## src/fetch_bypass_pkg.sv

```systemverilog
// ***************************************************************************
// Fetch bypass package
// Sizes, vector types and the port state encoding that the uncached
// instruction fetch path shares between its blocks
// ***************************************************************************

`default_nettype none

package fetch_bypass_pkg;

  // Fetch side and refill side sizes
  localparam int unsigned NUM_PORTS      = 2;
  localparam int unsigned ADDR_WIDTH     = 32;
  localparam int unsigned FETCH_WIDTH    = 32;
  localparam int unsigned LINE_WIDTH     = 128;
  localparam int unsigned FETCH_ALIGN    = 2;
  localparam int unsigned LINE_ALIGN     = 4;
  localparam int unsigned WORDS_PER_LINE = 4;

  // Refills that may be in flight at once, one order FIFO entry each
  localparam int unsigned ORDER_DEPTH    = 4;

  typedef logic [ADDR_WIDTH-1:0]                 addr_t;
  typedef logic [FETCH_WIDTH-1:0]                fetch_data_t;
  typedef logic [LINE_WIDTH-1:0]                 line_data_t;
  typedef logic [$clog2(WORDS_PER_LINE)-1:0]     word_sel_t;
  typedef logic [NUM_PORTS-1:0]                  port_mask_t;
  typedef logic [$clog2(NUM_PORTS)-1:0]          port_idx_t;

  // Per-port request sequence
  typedef enum logic [1:0] {
    IDLE,
    REQUEST,
    WAIT_RESPONSE,
    PRESENT
  } bypass_state_e;

endpackage

`default_nettype wire

```

## src/fetch_bypass_port.sv

```systemverilog
// ***************************************************************************
// Fetch bypass port
// Runs the request sequence for one fetch port, picks the addressed word
// out of the returned line and presents it for a single cycle
// ***************************************************************************

`timescale 1ns/1ps
`default_nettype none

module fetch_bypass_port (
  input  logic                          clk_i,
  input  logic                          reset_i,

  input  logic                          inst_valid_i,
  input  fetch_bypass_pkg::addr_t       inst_addr_i,

  input  logic                          order_full_i,
  input  logic                          grant_i,
  input  logic                          rsp_valid_i,
  input  fetch_bypass_pkg::line_data_t  rsp_data_i,
  input  logic                          rsp_error_i,

  output logic                          req_o,
  output fetch_bypass_pkg::addr_t       req_addr_o,
  output logic                          inst_ready_o,
  output fetch_bypass_pkg::fetch_data_t inst_data_o,
  output logic                          inst_error_o
);

  fetch_bypass_pkg::bypass_state_e state_q;
  fetch_bypass_pkg::bypass_state_e state_d;
  fetch_bypass_pkg::word_sel_t     word_idx;
  fetch_bypass_pkg::fetch_data_t   rsp_word;
  logic                            load_word;

  // Refills always fetch a whole line, so drop the offset inside the line
  assign req_addr_o = {inst_addr_i[fetch_bypass_pkg::ADDR_WIDTH-1:fetch_bypass_pkg::LINE_ALIGN],
                       {fetch_bypass_pkg::LINE_ALIGN{1'b0}}};

  // Word position of the fetch address inside its line
  assign word_idx = inst_addr_i[fetch_bypass_pkg::LINE_ALIGN-1:fetch_bypass_pkg::FETCH_ALIGN];
  assign rsp_word = rsp_data_i[word_idx*fetch_bypass_pkg::FETCH_WIDTH +:
                               fetch_bypass_pkg::FETCH_WIDTH];

  always_comb begin
    state_d      = state_q;
    req_o        = 1'b0;
    inst_ready_o = 1'b0;
    load_word    = 1'b0;
    unique case (state_q)
      fetch_bypass_pkg::IDLE: begin
        if (inst_valid_i) begin
          state_d = fetch_bypass_pkg::REQUEST;
        end
      end
      fetch_bypass_pkg::REQUEST: begin
        // Only ask for a refill when the order FIFO can still record it
        if (!order_full_i) begin
          req_o = 1'b1;
          if (grant_i) begin
            state_d = fetch_bypass_pkg::WAIT_RESPONSE;
          end
        end
      end
      fetch_bypass_pkg::WAIT_RESPONSE: begin
        if (rsp_valid_i) begin
          load_word = 1'b1;
          state_d   = fetch_bypass_pkg::PRESENT;
        end
      end
      fetch_bypass_pkg::PRESENT: begin
        // The word sits in the output register for exactly this cycle
        inst_ready_o = 1'b1;
        state_d      = fetch_bypass_pkg::IDLE;
      end
      default: begin
        state_d = fetch_bypass_pkg::IDLE;
      end
    endcase
  end

  always_ff @(posedge clk_i) begin
    if (reset_i) begin
      state_q <= fetch_bypass_pkg::IDLE;
    end else begin
      state_q <= state_d;
    end
  end

  // Holds the last word and error flag until this port's next response
  always_ff @(posedge clk_i) begin
    if (load_word) begin
      inst_data_o  <= rsp_word;
      inst_error_o <= rsp_error_i;
    end
  end

endmodule

`default_nettype wire

```

## src/fetch_bypass_arbiter.sv

```systemverilog
// ***************************************************************************
// Fetch bypass arbiter
// Round-robin choice among the port requests onto the single refill
// request channel, holding the choice while the channel stalls
// ***************************************************************************

`timescale 1ns/1ps
`default_nettype none

module fetch_bypass_arbiter (
  input  logic                                                  clk_i,
  input  logic                                                  reset_i,

  input  fetch_bypass_pkg::port_mask_t                          req_i,
  input  fetch_bypass_pkg::addr_t [fetch_bypass_pkg::NUM_PORTS-1:0] req_addr_i,
  output fetch_bypass_pkg::port_mask_t                          grant_o,

  output logic                                                  refill_req_valid_o,
  input  logic                                                  refill_req_ready_i,
  output fetch_bypass_pkg::addr_t                               refill_req_addr_o
);

  fetch_bypass_pkg::port_idx_t rr_q;
  fetch_bypass_pkg::port_idx_t lock_idx_q;
  logic                        lock_q;
  fetch_bypass_pkg::port_idx_t pick_idx;
  logic                        pick_valid;
  fetch_bypass_pkg::port_idx_t sel_idx;
  logic                        xfer;

  // Search from the pointer upwards for the first requesting port
  always_comb begin
    int unsigned cand;
    pick_idx   = rr_q;
    pick_valid = 1'b0;
    for (int unsigned k = 0; k < fetch_bypass_pkg::NUM_PORTS; k++) begin
      cand = (rr_q + k) % fetch_bypass_pkg::NUM_PORTS;
      if (!pick_valid && req_i[cand]) begin
        pick_valid = 1'b1;
        pick_idx   = fetch_bypass_pkg::port_idx_t'(cand);
      end
    end
  end

  // A stalled request keeps its port so valid and address stay stable
  assign sel_idx = lock_q ? lock_idx_q : pick_idx;

  assign refill_req_valid_o = req_i[sel_idx];
  assign refill_req_addr_o  = req_addr_i[sel_idx];
  assign xfer               = refill_req_valid_o & refill_req_ready_i;

  assign grant_o = xfer ? (fetch_bypass_pkg::port_mask_t'(1) << sel_idx) : '0;

  always_ff @(posedge clk_i) begin
    if (reset_i) begin
      rr_q       <= '0;
      lock_q     <= 1'b0;
      lock_idx_q <= '0;
    end else begin
      lock_q     <= refill_req_valid_o & ~refill_req_ready_i;
      lock_idx_q <= sel_idx;
      // Next search starts just past the port that was served
      if (xfer) begin
        if (sel_idx == fetch_bypass_pkg::port_idx_t'(fetch_bypass_pkg::NUM_PORTS - 1)) begin
          rr_q <= '0;
        end else begin
          rr_q <= sel_idx + 1'b1;
        end
      end
    end
  end

endmodule

`default_nettype wire

```

## src/fetch_bypass_order_fifo.sv

```systemverilog
// ***************************************************************************
// Fetch bypass order FIFO
// Records the owner of each refill in request order and routes each
// in-order refill response to that port
// ***************************************************************************

`timescale 1ns/1ps
`default_nettype none

module fetch_bypass_order_fifo (
  input  logic                         clk_i,
  input  logic                         reset_i,

  input  fetch_bypass_pkg::port_mask_t push_mask_i,
  input  logic                         refill_rsp_valid_i,

  output logic                         full_o,
  output logic                         refill_rsp_ready_o,
  output fetch_bypass_pkg::port_mask_t rsp_valid_o
);

  fetch_bypass_pkg::port_mask_t                         mem_q [fetch_bypass_pkg::ORDER_DEPTH];
  logic [$clog2(fetch_bypass_pkg::ORDER_DEPTH)-1:0]     wr_ptr_q;
  logic [$clog2(fetch_bypass_pkg::ORDER_DEPTH)-1:0]     rd_ptr_q;
  logic [$clog2(fetch_bypass_pkg::ORDER_DEPTH+1)-1:0]   count_q;
  logic                                                 push;
  logic                                                 pop;

  // Each granted request leaves a one-hot mask behind
  assign push = |push_mask_i;

  assign full_o             = (count_q == fetch_bypass_pkg::ORDER_DEPTH);
  assign refill_rsp_ready_o = (count_q != '0);
  assign pop                = refill_rsp_valid_i & refill_rsp_ready_o;

  // Responses return in request order, so the head names the owner
  assign rsp_valid_o = pop ? mem_q[rd_ptr_q] : '0;

  always_ff @(posedge clk_i) begin
    if (push) begin
      mem_q[wr_ptr_q] <= push_mask_i;
    end
  end

  always_ff @(posedge clk_i) begin
    if (reset_i) begin
      wr_ptr_q <= '0;
      rd_ptr_q <= '0;
      count_q  <= '0;
    end else begin
      if (push) begin
        if (wr_ptr_q == fetch_bypass_pkg::ORDER_DEPTH - 1) begin
          wr_ptr_q <= '0;
        end else begin
          wr_ptr_q <= wr_ptr_q + 1'b1;
        end
      end
      if (pop) begin
        if (rd_ptr_q == fetch_bypass_pkg::ORDER_DEPTH - 1) begin
          rd_ptr_q <= '0;
        end else begin
          rd_ptr_q <= rd_ptr_q + 1'b1;
        end
      end
      // Simultaneous push and pop leave the fill level unchanged
      if (push && !pop) begin
        count_q <= count_q + 1'b1;
      end else if (pop && !push) begin
        count_q <= count_q - 1'b1;
      end
    end
  end

endmodule

`default_nettype wire

```

## src/fetch_bypass.sv

```systemverilog
// ***************************************************************************
// Fetch bypass top level
// Uncached instruction fetch for several ports sharing one in-order
// line refill channel
// ***************************************************************************

`timescale 1ns/1ps
`default_nettype none

module fetch_bypass (
  input  logic                                                        clk_i,
  input  logic                                                        reset_i,

  // Fetch side
  input  fetch_bypass_pkg::port_mask_t                                inst_valid_i,
  input  fetch_bypass_pkg::addr_t [fetch_bypass_pkg::NUM_PORTS-1:0]     inst_addr_i,
  output fetch_bypass_pkg::port_mask_t                                inst_ready_o,
  output fetch_bypass_pkg::fetch_data_t [fetch_bypass_pkg::NUM_PORTS-1:0] inst_data_o,
  output fetch_bypass_pkg::port_mask_t                                inst_error_o,

  // Refill request channel
  output logic                                                        refill_req_valid_o,
  input  logic                                                        refill_req_ready_i,
  output fetch_bypass_pkg::addr_t                                     refill_req_addr_o,

  // Refill response channel
  input  logic                                                        refill_rsp_valid_i,
  output logic                                                        refill_rsp_ready_o,
  input  fetch_bypass_pkg::line_data_t                                refill_rsp_data_i,
  input  logic                                                        refill_rsp_error_i
);

  fetch_bypass_pkg::port_mask_t                                 port_req;
  fetch_bypass_pkg::addr_t [fetch_bypass_pkg::NUM_PORTS-1:0]    port_req_addr;
  fetch_bypass_pkg::port_mask_t                                 port_grant;
  fetch_bypass_pkg::port_mask_t                                 port_rsp_valid;
  logic                                                         order_full;

  for (genvar i = 0; i < fetch_bypass_pkg::NUM_PORTS; i++) begin : gen_port
    fetch_bypass_port i_port (
      .clk_i        ( clk_i              ),
      .reset_i      ( reset_i            ),
      .inst_valid_i ( inst_valid_i[i]    ),
      .inst_addr_i  ( inst_addr_i[i]     ),
      .order_full_i ( order_full         ),
      .grant_i      ( port_grant[i]      ),
      .rsp_valid_i  ( port_rsp_valid[i]  ),
      .rsp_data_i   ( refill_rsp_data_i  ),
      .rsp_error_i  ( refill_rsp_error_i ),
      .req_o        ( port_req[i]        ),
      .req_addr_o   ( port_req_addr[i]   ),
      .inst_ready_o ( inst_ready_o[i]    ),
      .inst_data_o  ( inst_data_o[i]     ),
      .inst_error_o ( inst_error_o[i]    )
    );
  end

  // One line request at a time reaches the memory side
  fetch_bypass_arbiter i_arbiter (
    .clk_i              ( clk_i              ),
    .reset_i            ( reset_i            ),
    .req_i              ( port_req           ),
    .req_addr_i         ( port_req_addr      ),
    .grant_o            ( port_grant         ),
    .refill_req_valid_o ( refill_req_valid_o ),
    .refill_req_ready_i ( refill_req_ready_i ),
    .refill_req_addr_o  ( refill_req_addr_o  )
  );

  // The grant mask of every transfer doubles as the push data
  fetch_bypass_order_fifo i_order_fifo (
    .clk_i              ( clk_i              ),
    .reset_i            ( reset_i            ),
    .push_mask_i        ( port_grant         ),
    .refill_rsp_valid_i ( refill_rsp_valid_i ),
    .full_o             ( order_full         ),
    .refill_rsp_ready_o ( refill_rsp_ready_o ),
    .rsp_valid_o        ( port_rsp_valid     )
  );

endmodule

`default_nettype wire

```

## config.mk

```make
export PLATFORM = sky130hd
export DESIGN_NAME = fetch_bypass
export DESIGN_NICKNAME = d
export VERILOG_FILES = /design/src/fetch_bypass_pkg.sv /design/src/fetch_bypass_port.sv /design/src/fetch_bypass_arbiter.sv /design/src/fetch_bypass_order_fifo.sv /design/src/fetch_bypass.sv
export SDC_FILE = /design/constraint.sdc
export NUM_CORES = 1
export LEC_CHECK = 0
export ABC_AREA = 1
export BUFFER_PORTS_ARGS = -buffer_cell sky130_fd_sc_hd__buf_2
export CAP_MARGIN = 20
export CORE_ASPECT_RATIO = 0.8
export CORE_MARGIN = 2
export CORE_UTILIZATION = 45
export CTS_CLUSTER_DIAMETER = 150
export DETAILED_ROUTE_END_ITERATION = 12
export GPL_TIMING_DRIVEN = 0
export PLACE_DENSITY = 0.81
export SLEW_MARGIN = 20
export SYNTH_ARGS = -nofsm -noshare
export SYNTH_HDL_FRONTEND = slang
export SYNTH_SLANG_ARGS = --single-unit
```

## constraint.sdc

```tcl
create_clock -name clk_i -period 2.9 [get_ports clk_i]
set_input_delay 0.29 -clock clk_i [delete_from_list [all_inputs] [get_ports clk_i]]
set_output_delay 0.29 -clock clk_i [all_outputs]
set_load 0.02 [all_outputs]
```

* Yosys cells after proc, flatten, opt, wreduce, memory -nomap -nowiden
Memory sizes are Yosys's and may differ from the RTL's. A register that Yosys moved wholly into a read port is not among the register bits. Index checks and enable logic that the tools add are counted.
Storage, ports and cells: input port bits 199, logic and storage cells 100, memory bits (writable) 8, register bits after elaboration 80, output and inout bits 102, memories kept 1
Operators by class: bitwise logic cells 4, reductions and logical operators 13, equal/unequal tests 17, $lt $le $gt $ge 3, muxes and demuxes 41, $add $sub $neg 6, shifts and indexed selects 3
Memories:
- i_order_fifo.mem_q | depth 4, width 2, read ports 1, clocked after Yosys merged registers in 1, wr ports 1, line fetch_bypass_order_fifo.sv:22 | fetch_bypass_pkg::port_mask_t mem_q [fetch_bypass_pkg::ORDER_DEPTH];
Operators with widths (number):
- variable part select 128 x 8 -> 32 bit | 2
- two-way mux 32 bit | 2
- two-way mux 2 bit | 14
- two-way mux 1 bit | 21
- one-hot mux 2 bit (4 select lines) | 2
- == test 2 bit, second input constant | 6
- inequality test 2 x 1 -> 1 bit, second input constant | 4
- inequality test 2 bit, second input constant | 4
- AND reduction 4 bit | 2
- less-than comparator 1 x 2 -> 1 bit, second input constant | 3
- two-way mux 3 bit | 2
- adder 2 x 1 -> 2 bit, second input constant | 2
- == test 2 x 1 -> 1 bit, second input constant | 2
- logical NOT 2 bit | 2
- adder 3 x 1 -> 3 bit, second input constant | 1
- bitwise AND 1 bit | 3
- == test 3 bit, second input constant | 1
- logical AND 1 bit | 3
- logical NOT 1 bit | 3
- nonzero test 3 bit | 1
- subtractor 3 x 1 -> 3 bit, second input constant | 1
- adder 1 bit, second input constant | 2
- nonzero test 2 bit | 1
- OR reduction 2 bit | 1
- 2 further kinds | 2

* Logic depth before layout (Yosys ltp)
Gate-level depths: netlist of run 1.
depth in word-level cells 19, depth in mapped cells 18, gate-level depth less buffers 18

* Hierarchy
Synthesis of run 1 repeated with hierarchy kept, for this count alone.
Unflattened totals: cells, all modules 782, area total of the unflattened synthesis 6157.2 µm²
By module, submodules not included:
- fetch_bypass_port | sequential area each 1031.0 µm², area each 2378.5 µm², cells each 282, times used 2
- fetch_bypass_order_fifo | sequential area each 420.4 µm², area each 825.8 µm², cells each 91, times used 1
- fetch_bypass_arbiter | sequential area each 60.1 µm², area each 574.3 µm², cells each 127, times used 1

* Least setup slack after synthesis of run 1
Ideal clock, no wire load.
path kind register to register, from reg i_order_fifo.count_q[0] (netlist bit), to reg gen_port[1].i_port.inst_data_o[0] (enable), path buffers 0, slack 0.145 ns, period minus slack after synthesis 2.755 ns, arrival 2.331 ns, cell stages (with the launch flop) 7, data required time 2.477 ns, library setup time 0.423 ns, cell sequence dfxtp_1 > nor2_2 > nand2_1 > nand2_1 > a21oi_1 > inv_1 > nor2_1
Between the ends: cells in the longest elaborated chain, start to end 5
Ends and longest elaborated chain:
- from (decl) | line fetch_bypass_order_fifo.sv:25 | logic [$clog2(fetch_bypass_pkg::ORDER_DEPTH+1)-1:0] count_q;
- from (signal assigned) | line fetch_bypass_order_fifo.sv:67 | count_q <= count_q + 1'b1;
- from (signal assigned) | line fetch_bypass_order_fifo.sv:69 | count_q <= count_q - 1'b1;
- nonzero test 3 bit | line fetch_bypass_order_fifo.sv:33 | assign refill_rsp_ready_o = (count_q != '0);
- named net refill_rsp_ready_o | line fetch_bypass.sv:28 | output logic refill_rsp_ready_o,
- bitwise AND 1 bit | line fetch_bypass_order_fifo.sv:34 | assign pop = refill_rsp_valid_i & refill_rsp_ready_o;
- two-way mux 2 bit | line fetch_bypass_order_fifo.sv:37 | assign rsp_valid_o = pop ? mem_q[rd_ptr_q] : '0;
- two-way mux 1 bit | line fetch_bypass_port.sv:66 | if (rsp_valid_i) begin
- two-way mux 1 bit | line fetch_bypass_port.sv:50 | unique case (state_q)
- named net gen_port[1].i_port.load_word | line fetch_bypass_port.sv:34 | logic load_word;
- to (signal assigned) | line fetch_bypass_port.sv:93 | inst_data_o <= rsp_word;
- to (decl) | line fetch_bypass_port.sv:26 | output fetch_bypass_pkg::fetch_data_t inst_data_o,
The timed path passes the listed nets, and every way through them passes these cells. A chain may end at the register's enable or synchronous reset.

* Worst setup path after layout of run 1
from reg gen_port[1].i_port.state_q[1], to reg i_order_fifo.count_q[2] (netlist bit)
Between the ends: cells in the longest elaborated chain, start to end 17, elaborated cells on any way between the ends 22, classes of those cells 1 x eq/ne; 1 x shift; 12 x mux; 1 x bitwise; 7 x reduce/logical
Ends and longest elaborated chain:
- from (decl) | line fetch_bypass_port.sv:30 | fetch_bypass_pkg::bypass_state_e state_q;
- from (signal assigned) | line fetch_bypass_port.sv:84 | state_q <= fetch_bypass_pkg::IDLE;
- from (signal assigned) | line fetch_bypass_port.sv:86 | state_q <= state_d;
- == test 2 x 1 -> 1 bit (*) | line fetch_bypass_port.sv:50
- two-way mux 1 bit (*) | line fetch_bypass_port.sv:50
- two-way mux 1 bit (not written as such) (2 in a row) | line fetch_bypass_arbiter.sv:38 | if (!pick_valid && req_i[cand]) begin
- two-way mux 1 bit | line fetch_bypass_arbiter.sv:38
- logical NOT 1 bit | line fetch_bypass_arbiter.sv:38
- logical AND 1 bit | line fetch_bypass_arbiter.sv:38
- two-way mux 1 bit | line fetch_bypass_arbiter.sv:38
- two-way mux 1 bit | line fetch_bypass_arbiter.sv:46 | assign sel_idx = lock_q ? lock_idx_q : pick_idx;
- two-way mux 1 bit (not written as such) (2 in a row) | line fetch_bypass_arbiter.sv:48 | assign refill_req_valid_o = req_i[sel_idx];
- bitwise AND 1 bit | line fetch_bypass_arbiter.sv:50 | assign xfer = refill_req_valid_o & refill_req_ready_i;
- two-way mux 2 bit (*) | line fetch_bypass_arbiter.sv:52 | assign grant_o = xfer ? (fetch_bypass_pkg::port_mask_t'(1) << sel_idx) : '0;
- OR reduction 2 bit (*) | line fetch_bypass_order_fifo.sv:30 | assign push = |push_mask_i;
- named net i_order_fifo.push | line fetch_bypass_order_fifo.sv:26 | logic push;
- logical NOT 1 bit | line fetch_bypass_order_fifo.sv:68 | end else if (pop && !push) begin
- logical AND 1 bit | line fetch_bypass_order_fifo.sv:68
- nonzero test 2 bit (no source line)
The timed path passes the listed nets; every way through them passes the cells marked *. The select of a mux whose other input is x is not followed.

==> flow_metrics.py, run 1 <==
metrics = {
    "outcome": {
        "status": "completed",
    },
    "worst_setup_path": {
        "crit_path_end": "i_order_fifo.count_q[2]",
        "start_kind": "register",
        "worst_r2r_startpoint": "gen_port[1].i_port.state_q[1]",
        "cp-startpoint": "gen_port[1].i_port.state_q[1]",
        "cp_max_fo": 9,
        "endpoint_kind": "register",
        "reg2reg_to": "i_order_fifo.count_q[2]",
        "path_cells": "inv_1 > ha_1 > nand2_2 > nand2_1 > nand2_2 > nand2_2 > nand3_1 > and2_4 > nand2_8 > inv_2 > ha_1 > inv_1 > fa_1 > a21oi_1 > o21ai_0 > o21ai_0 > a21oi_1",
        "crit_cells": 17,
        "cp_top_family": "adder cells",
        "critical_path_class": "register to register",
        "arrival_ps": 2830,
        "reg2reg_depth": 17,
        "cp_common_cell": "nand2_2",
        "slowest_delay_ps": 430,
        "r2r_setup_slack_ps": 280,
        "critPathBufInv": 3,
        "required_ps": 3120,
        "cp_slowest_cell": "fa_1",
    },
    "routing": {
        "routedWlPerCell_um": 17.2,
        "drt_wl_total_mm": 19.7,
        "drtPass1Iterations": 6,
        "viasPerCell": 5.51,
        "drt_iter0_markers": 603,
        "ant_nets": 0,
        "num_vias": 6287,
        "drc": 0,
    },
    "place": {
        "pre_cts_slack_ps": 294,
        "finalWeightedCongestion": 0.894,
        "dp.cells": 1126,
        "place_hpwl_mm": 15.0,
        "numPortBuffers": 291,
        "placed_cell_area_um2": 7100,
    },
    "sta": {
        "holdWs_ps": 139,
        "slew_headroom_pct": 56.1,
        "setup_ws_ps": 284,
        "finalCriticalPeriod_ps": 2620,
        "slew_viol_final": 0,
        "rsz0062_at_grt": "no",
        "min_period_over_period_pct": 90.2,
        "hold_viol": 0,
        "setup_viol": 0,
        "timing.fmax_ghz": 0.382,
        "tightest_slew_ps": 657,
        "fin_skew_ps": 16.4,
    },
    "clock_network": {
        "postCtsSetupRepairBufs": 0,
        "clockRootBuffer": "clkbuf_16",
        "clock_latency_ps": 340,
        "postCtsHoldBufs": 0,
        "cts_resized": 0,
        "clk_pin_slew_worst_paths_ps": 60,
        "htree_levels": 3,
        "numCtsBuffers": 9,
        "cts.sinks": 90,
        "clock_path_buffers": 2,
        "cts_tree": "yes",
    },
    "floorplanning": {
        "io_pins": 301,
        "core_area_um2": 11600,
        "rows": 35,
        "start_util_pct": 46.4,
        "die_h_um": 102,
        "dieArea_um2": 12900,
        "die_w_um": 126,
    },
    "finish": {
        "drive_gt1_share_pct": 33.8,
        "stdcell_area_um2": 7410,
        "finalNonFillerCells": 1142,
        "syn_to_final_growth_pct": 37.5,
        "nets": 1203,
    },
    "synth": {
        "synth_cell_types": 32,
        "netlist_area_um2": 5390,
        "ys.flop_type": "edfxtp_1",
        "seq_area_frac_synth_pct": 47.2,
        "yosysTopAreaCell": "edfxtp_1",
        "syn_inst": 682,
        "ys_seq_elements": 90,
        "netlist_top_cells_count": "nor2_1 (153), o21ai_0 (138), nand2_1 (98), edfxtp_1 (74), o22ai_1 (65)",
        "synth_area_per_cell_um2": 7.90,
        "synth_top_area_share_pct": 41.2,
        "yosysMostFrequentCell": "nor2_1",
        "synth_area_leaders": "edfxtp_1 (41%), o21ai_0 (13%), nor2_1 (11%)",
        "yosys_warnings": 0,
        "synth_edf_count": 74,
        "synthArstFlopShare_pct": 0,
    },
    "flow_run": {
        "drv_cap": 0,
    },
    "global_routing": {
        "grt_max_degree": 22,
        "grt_pass1_wl_mm": 29.9,
        "grt.overflow.total": 0,
        "grt_pass1_vias": 5831,
        "antenna_found_initial": 2,
        "grt_usage_pct": 29.7,
    },
    "power_and_ir_drop": {
        "leakage_nw": 3.39,
        "power_density_nw_per_um2": 738,
        "max-vdd-ir-drop_uv": 378,
    },
    "min_path": {
        "min_path_type": "input port to register",
    },
}
-- cell usage in the layout (no fill, tap or decap), drive strengths merged, types with 4 or more instances in the layout --
cell    count
conb        4
o21ai     140
clkbuf     46
nor2      154
nand3       5
ha         14
dfxtp      16
buf       311
nand2     105
edfxtp     74
o22ai      65
a21oi       9
clkinv      4
inv        33
-- routing by layer --
| metal | vias to the layer above | wire length, um | share of wire, % | global-route usage (%) |
|---|---|---|---|---|
| met5 | - | 15 | 0.076 | 0 |
| met4 | 2 | 585 | 3.0 | 11.5 |
| met3 | 62 | 2100 | 11 | 8.22 |
| met2 | 429 | 9320 | 47 | 48.8 |
| met1 | 2833 | 7650 | 39 | 37.8 |
| li1 | 2961 | - | - | - |
-- flip-flops by register name, summed over array words and instances, names as in the netlist, named ones only --
| register | cells |
|---|---|
| gen_port.i_port.inst_data_o | 64 |
| i_order_fifo.mem_q | 8 |
| gen_port.i_port.state_q | 4 |
| i_order_fifo.count_q | 3 |
| gen_port.i_port.inst_error_o | 2 |
| i_order_fifo.rd_ptr_q | 2 |
| i_order_fifo.wr_ptr_q | 2 |
| i_arbiter.lock_idx_q | 1 |
| i_arbiter.lock_q | 1 |
| i_arbiter.rr_q | 1 |
-- power by group --
group          switching, mW  internal [mW]  total, mW
Combinational           1.68          0.895       2.57
Sequential            0.0840           1.58       1.67
Clock                  0.477          0.746       1.22
-- stage by stage --
| stage | utilization (%) | power [mW] | setup TNS, ps |
|---|---|---|---|
| floorplan | - | 3.42 | 0 |
| global placement | 60.7 | 4.19 | -53990 |
| detailed placement | 61.2 | 4.25 | 0 |
| CTS | 63.8 | 5.47 | 0 |
| global route | 63.8 | 5.84 | 0 |
| finish | 63.8 | 5.46 | 0 |
-- worst min-delay path by stage --
stage / start / endpoint / slack, ps / cells past startpoint
after CTS: refill_rsp_error_i / gen_port[1].i_port.inst_error_o / 130 / 1
after global placement: i_arbiter.rr_q / i_arbiter.rr_q / 480 / 2
after detailed placement: refill_rsp_error_i / gen_port[1].i_port.inst_error_o / 490 / 1
after global routing: refill_rsp_error_i / gen_port[1].i_port.inst_error_o / 120 / 1
after floorplan: reset_i / i_arbiter.lock_idx_q / 360 / 1
final: refill_rsp_error_i / gen_port[1].i_port.inst_error_o / 140 / 1
-- final cells by class --
type	count	area [um^2]
tap	148	185
inverter	35	131
multi-input combinational	507	2500
fill	1012	4200
antenna	1	2.50
timing repair buffer	293	1500
buffer	53	245
sequential	90	2540
clock inverter	4	67.6
clock buffer	11	233
-- cell families (layout without fill, tap and decap cells) --
family,Yosys count,after routing,share of synthesized area (%)
adder cells (fa/ha/maj),15,15,3.62
flip-flops,90,90,47.2
other,1,5,0.0696
AND/OR/NAND/NOR,269,269,19.8
buffers and inverters,88,396,6.99
AO/OA/AOI/OAI,219,219,22.4
(Power assumes the default switching activity.)
==> run 2, diff against run 1 <==
--- a/config.mk
+++ b/config.mk
@@ -10,7 +10,7 @@
 export CAP_MARGIN = 20
 export CORE_ASPECT_RATIO = 0.8
 export CORE_MARGIN = 2
-export CORE_UTILIZATION = 45
+export CORE_UTILIZATION = 47
 export CTS_CLUSTER_DIAMETER = 150
 export DETAILED_ROUTE_END_ITERATION = 12
 export GPL_TIMING_DRIVEN = 0
@@ -18,4 +18,5 @@
 export SLEW_MARGIN = 20
 export SYNTH_ARGS = -nofsm -noshare
 export SYNTH_HDL_FRONTEND = slang
+export SYNTH_HIERARCHICAL = 1
 export SYNTH_SLANG_ARGS = --single-unit
==> run 2 against run 1 <==
Clock power shrank 12%. Critical path depth grew 1. First-iteration DRC count grew 14%. Combinational power shrank 10%. Synthesized area grew 14%. Synthesized cell count grew 15%. Flip-flop and latch count is the same. Critical path type unchanged. Critical endpoint is now i_order_fifo/count_q[1]. Largest cell class is now multi-input combinational cells. Largest power group unchanged.
==> flow_metrics.py, run 2 <==
metrics = {
    "finish": {
        "top_register": "gen_port.i_port/inst_data_o",
        "finalNonFillerCells": 1218,
        "largest_register_ffs": 64,
        "drive_gt1_share_pct": 36.8,
        "seq_area_um2": 2540,
        "nets": 1253,
        "top_regs": "gen_port.i_port/inst_data_o x64, i_order_fifo/mem_q x8, gen_port.i_port/state_q x4",
        "fillers": 1195,
        "syn_to_final_growth_pct": 28.5,
        "final_cell_mix": "buf_2 (246), nor2_1 (161), nand2_1 (134)",
        "layout_commonest_cell": "buf_2",
        "multi_input_area_um2": 2600,
    },
    "worst_setup_path": {
        "slowest_delay_ps": 420,
        "cp_common_cell": "nor2_1",
        "cp_slowest_cell": "fa_1",
        "cp_top_family": "simple AND/OR/NAND/NOR gates",
        "arrival_ps": 2870,
        "required_ps": 3130,
        "path_cells": "inv_1 > ha_1 > inv_1 > nor2_2 > nor2_1 > nor2_1 > nand2_1 > nand2_4 > nor2_1 > nand2_1 > inv_2 > nor2_4 > inv_2 > ha_1 > inv_1 > fa_1 > o21ai_0 > nor2_1",
        "start_kind": "register",
        "critPathBufInv": 5,
        "worst_r2r_startpoint": "gen_port[1].i_port/state_q[1]",
        "critical_path_class": "register to register",
        "endpoint_kind": "register",
        "cp_max_fo": 10,
        "cp-startpoint": "gen_port[1].i_port/state_q[1]",
    },
    "synth": {
        "yosys_warnings": 6,
        "synth_area_leaders": "edfxtp_1 (36%), nor2_1 (9.9%), buf_4 (8.9%)",
        "yosysMostFrequentCell": "nor2_1",
        "synthArstFlopShare_pct": 0,
        "ys_seq_elements": 90,
        "yosysTopAreaCell": "edfxtp_1",
        "netlist_area_um2": 6160,
        "synth_edf_count": 74,
        "seq_area_frac_synth_pct": 41.3,
        "ys.flop_type": "edfxtp_1",
        "synth_area_per_cell_um2": 7.87,
        "syn_inst": 782,
        "synth_top_area_share_pct": 36.1,
        "synth_cell_types": 28,
        "netlist_top_cells_count": "nor2_1 (162), nand2_1 (134), o21ai_0 (76), edfxtp_1 (74), buf_4 (73)",
    },
    "min_path": {
        "min_path_type": "input port to register",
        "worstHoldStart": "refill_rsp_error_i",
    },
    "place": {
        "place_hpwl_mm": 14.8,
        "pre_cts_slack_ps": 101,
        "dp.cells": 1199,
        "finalWeightedCongestion": 0.985,
        "numPortBuffers": 234,
    },
    "outcome": {
        "status": "completed",
    },
    "global_routing": {
        "grt_pass1_wl_mm": 29.4,
        "grt_usage_pct": 26.5,
        "antenna_found_initial": 1,
        "grt_pass1_vias": 5816,
        "grt.overflow.total": 0,
        "grt_max_degree": 31,
    },
    "flow_run": {
        "drv_cap": 0,
    },
    "sta": {
        "setup_viol": 0,
        "fin_tns_setup_ps": 0,
        "setup_ws_ps": 255,
        "min_period_over_period_pct": 91.2,
        "rsz0062_at_grt": "yes",
        "timing.fmax_ghz": 0.378,
        "slew_viol_final": 0,
        "tightest_slew_ps": 518,
        "holdWs_ps": 143,
        "slew_headroom_pct": 65.4,
        "finalCriticalPeriod_ps": 2650,
        "fin_skew_ps": 8.23,
        "hold_viol": 0,
    },
    "clock_network": {
        "clock_latency_ps": 340,
        "cts_tree": "yes",
        "numCtsBuffers": 9,
        "clockRootBuffer": "clkbuf_16",
        "clk_pin_slew_worst_paths_ps": 60,
        "htree_levels": 3,
        "postCtsHoldBufs": 0,
        "cts.sinks": 90,
        "clock_path_buffers": 2,
    },
    "routing": {
        "drt_wl_total_mm": 19.6,
        "drtPass1Iterations": 5,
        "routedWlPerCell_um": 16.1,
        "viasPerCell": 5.34,
        "drc": 0,
        "ant_nets": 0,
        "num_vias": 6500,
        "drt_iter0_markers": 685,
    },
    "power_and_ir_drop": {
        "power_density_nw_per_um2": 636,
        "leakage_nw": 3.74,
        "max-vdd-ir-drop_uv": 514,
    },
    "floorplanning": {
        "core_area_um2": 12800,
        "die_w_um": 132,
        "start_util_pct": 48.0,
        "dieArea_um2": 14000,
        "die_h_um": 106,
        "io_pins": 301,
        "rows": 37,
    },
}
[run 2: changes by cell type after synthesis, sizes merged, moves of 3 or more]
cell / delta
a21oi: -3
buf: +88
clkbuf: -33
inv: +14
nand2: +33
nor2: +12
o21ai: -6
[run 2: cell type report]
class / instances / share of cell area (%)
clock buffers: 9 / 2.85
plain buffers: 108 / 10.8
inverters: 47 / 2.42
repair buffers: 238 / 15.6
multi-input cells: 543 / 32.9
diodes: 1 / 0.0316
well taps: 175 / 2.77
clock inverters: 7 / 0.585
flip-flops and latches: 90 / 32.1
[run 2: metal layers]
metal,track usage [%],wire (um),up-vias
met4,11.0,657,0
met5,0,0,-
li1,-,-,3064
met1,32.3,7130,2867
met2,45.2,9430,511
met3,6.53,2410,58
[run 2: worst register-to-register path, cell delays in order, from the launching register on]
cell	delay, ps
dfxtp_1	340
inv_1	110
ha_1	170
inv_1	50
nor2_2	140
nor2_1	60
nor2_1	80
nand2_1	80
nand2_4	130
nor2_1	60
nand2_1	90
inv_2	80
nor2_4	160
inv_2	50
ha_1	200
inv_1	90
fa_1	420
o21ai_0	180
nor2_1	50
[run 2: worst paths after layout]
| path | end | slack (ps) | depth (start not counted) |
|---|---|---|---|
| max | i_order_fifo/count_q[1] | 250 | 18 |
| min reg2reg | i_arbiter/rr_q | 490 | 2 |
| max reg2reg | i_order_fifo/count_q[1] | 250 | 18 |
| min | gen_port[1].i_port/inst_error_o | 140 | 1 |
[run 2: power by group]
part           internal, mW  switching (mW)  leakage [nW]
registers              1.56          0.0836         0.802
clock network         0.577           0.497         0.127
logic                 0.832            1.48          2.81
[run 2: what timing repair did]
| item | CTS | global route |
|---|---|---|
| resized for setup | 0 | 4 |
| endpoints found under the setup margin | 0 | 2 |
| setup buffers | 0 | 2 |
[run 2: logic make-up (layout without fill, tap and decap cells)]
| kind of cell | after synthesis | after routing | share of synthesized area (%) |
|---|---|---|---|
| flip-flops | 90 | 90 | 41.3 |
| other | 2 | 9 | 0.122 |
| adder cells (fa/ha/maj) | 17 | 17 | 3.58 |
| AND/OR/NAND/NOR | 313 | 313 | 20.0 |
| buffers and inverters | 155 | 409 | 16.9 |
| XOR/XNOR | 1 | 1 | 0.142 |
| AO/OA/AOI/OAI | 204 | 204 | 17.9 |
[run 2: metrics by stage]
step	power, mW	utilization [%]	cell area (um^2)
final	5.03	61.7	7910
after global routing	5.37	61.7	7910
after CTS	5.03	61.5	7890
after detailed placement	3.95	59.4	7620
after global placement	3.90	59.0	7570
after floorplan	3.25	-	6180
==> run 3, diff against run 2 <==
--- a/config.mk
+++ b/config.mk
@@ -9,12 +9,12 @@
 export BUFFER_PORTS_ARGS = -buffer_cell sky130_fd_sc_hd__buf_2
 export CAP_MARGIN = 20
 export CORE_ASPECT_RATIO = 0.8
-export CORE_MARGIN = 2
+export CORE_MARGIN = 5
 export CORE_UTILIZATION = 47
 export CTS_CLUSTER_DIAMETER = 150
 export DETAILED_ROUTE_END_ITERATION = 12
 export GPL_TIMING_DRIVEN = 0
-export PLACE_DENSITY = 0.81
+export PLACE_DENSITY = 0.9
 export SLEW_MARGIN = 20
 export SYNTH_ARGS = -nofsm -noshare
 export SYNTH_HDL_FRONTEND = slang
==> constraint.sdc (replaced) <==
create_clock -name clk_i -period 3 [get_ports clk_i]
set_input_delay 0.3 -clock clk_i [delete_from_list [all_inputs] [get_ports clk_i]]
set_output_delay 0.3 -clock clk_i [all_outputs]
set_load 0.02 [all_outputs]
==> run 3 against run 2 <==
Clock skew shrank 2.3 ps. Critical endpoint unchanged. Wire length rose by 6.3%. Count of clock-buffer cells in the layout unchanged. Register-to-register slack better by 60 ps. Final cell count hardly changed. Global-route usage down 1.3 points. Cell area about the same. Clock power decreased by 4%. Highest routed layer unchanged. Power decreased by 3.2%. Worst setup slack improved by 61 ps. Via count up 0.29%.
==> flow_metrics.py, run 3 (same netlist as run 2, synthesis figures left out) <==
metrics = {
    "sta": {
        "hold_viol": 0,
        "timing.fmax_ghz": 0.373,
        "holdWs_ps": 150,
        "finalCriticalPeriod_ps": 2680,
        "slew_viol_final": 0,
        "fin_tns_setup_ps": 0,
        "min_period_over_period_pct": 89.5,
        "setup_viol": 0,
        "fin_skew_ps": 5.97,
        "rsz0062_at_grt": "no",
    },
    "floorplanning": {
        "rows": 37,
        "dieArea_um2": 15500,
        "core_area_um2": 12900,
        "io_pins": 301,
        "die_h_um": 112,
        "start_util_pct": 47.8,
        "die_w_um": 138,
    },
    "finish": {
        "fin_util_pct": 61.5,
        "syn_to_final_growth_pct": 28.6,
        "top_register": "gen_port.i_port/inst_data_o",
        "multi_input_area_um2": 2600,
        "stdcell_area_um2": 7920,
        "fillers": 1123,
        "final_cell_mix": "buf_2 (246), nor2_1 (161), nand2_1 (134)",
        "nets": 1252,
        "drive_gt1_share_pct": 36.5,
        "layout_commonest_cell": "buf_2",
        "top_regs": "gen_port.i_port/inst_data_o x64, i_order_fifo/mem_q x8, gen_port.i_port/state_q x4",
        "seq_area_um2": 2540,
        "largest_register_ffs": 64,
    },
    "clock_network": {
        "cts.sinks": 90,
        "postCtsHoldBufs": 0,
        "cts_tree": "yes",
        "numCtsBuffers": 9,
        "clock_path_buffers": 2,
        "clockRootBuffer": "clkbuf_16",
        "htree_levels": 3,
        "clk_pin_slew_worst_paths_ps": 60,
        "clock_latency_ps": 340,
    },
    "global_routing": {
        "antenna_found_initial": 2,
        "grt_pass1_vias": 6217,
        "grt_max_degree": 19,
        "grt_usage_pct": 25.3,
        "grt_pass1_wl_mm": 31.0,
        "grt.overflow.total": 0,
    },
    "min_path": {
        "min_path_type": "input port to register",
    },
    "place": {
        "placed_cell_area_um2": 7620,
        "place_hpwl_mm": 16.1,
        "finalWeightedCongestion": 0.980,
        "numPortBuffers": 234,
    },
    "routing": {
        "ant_nets": 0,
        "drt_wl_total_mm": 20.9,
        "drt_iter0_markers": 811,
        "viasPerCell": 5.35,
        "drtPass1Iterations": 6,
        "drc": 0,
        "routedWlPerCell_um": 17.1,
        "num_vias": 6519,
    },
    "worst_setup_path": {
        "critical_path_class": "register to register",
        "endpoint_kind": "register",
        "start_kind": "register",
        "cp_max_fo": 10,
        "required_ps": 3230,
        "arrival_ps": 2910,
    },
    "power_and_ir_drop": {
        "max-vdd-ir-drop_uv": 505,
        "seqPwrFrac_pct": 32.8,
        "power_density_nw_per_um2": 615,
        "leakage_nw": 3.73,
        "comb_power_share_pct": 46.1,
        "switchingPower_mw": 2.00,
        "internal-power_mw": 2.87,
        "p_sw_share_pct": 41.1,
        "clkPwrFrac_pct": 21.2,
        "total_power_mw": 4.87,
    },
    "flow_run": {
        "drv_cap": 0,
    },
    "outcome": {
        "status": "completed",
    },
}
run 3: worst max-delay path, stage by stage, from the launching register on:
cell     delay [ps]
dfxtp_1         350
inv_1           110
ha_1            180
inv_1            60
nor2_2          160
nor2_1           60
nor2_1           80
nand2_1          90
nand2_4         140
nor2_1           50
nand2_1          90
inv_2            80
nor2_4          140
inv_2            50
ha_1            220
inv_1            90
fa_1            410
o21ai_0         170
nor2_1           50
run 3: metal layers:
metal / part of all wire (%) / GRT usage (%) / wire [um] / vias up
met5: 0 / 0 / 0 / -
met4: 3.0 / 9.28 / 632 / 0
met3: 12 / 6.05 / 2400 / 61
met2: 48 / 43.4 / 10100 / 504
met1: 37 / 30.7 / 7740 / 2884
li1: - / - / - / 3070
run 3: path summary, 6_finish.rpt:
kind	slack, ps	end	from	depth (start not counted)
max reg2reg	320	i_order_fifo/count_q[1]	gen_port[1].i_port/state_q[1]	18
max	320	i_order_fifo/count_q[1]	gen_port[1].i_port/state_q[1]	18
min	150	gen_port[1].i_port/inst_error_o	refill_rsp_error_i	1
min reg2reg	500	i_arbiter/rr_q	i_arbiter/rr_q	2
run 3: layout make-up:
class,instances,area share [%]
inverter,47,2.42
clock inverter,7,0.585
tap,175,2.77
timing repair buffer,237,15.6
antenna,3,0.0948
multi-input combinational,543,32.8
clock buffer,9,2.84
buffer,108,10.8
sequential,90,32.1
run 3: what timing repair did:
action                                 4_1_cts  5_1_grt
buffers inserted                             0        1
endpoints found under the hold margin        0        0
setup endpoints to repair                    0        2
resized for setup                            0        4
run 3: through the flow:
step,setup WS (ps),cells
floorplan,513,788
detailed placement,204,1199
CTS,152,1215
global placement,271,1197
finish,316,1219
global route,54.9,1218
run 3: power groups by stage:
stage	registers (mW)	logic [mW]	clock network, mW
after detailed placement	1.62	2.22	0
final	1.60	2.24	1.03
after floorplan	1.66	1.48	0
after global placement	1.62	2.17	0
after global routing	1.61	2.49	1.11
after CTS	1.59	2.23	1.06
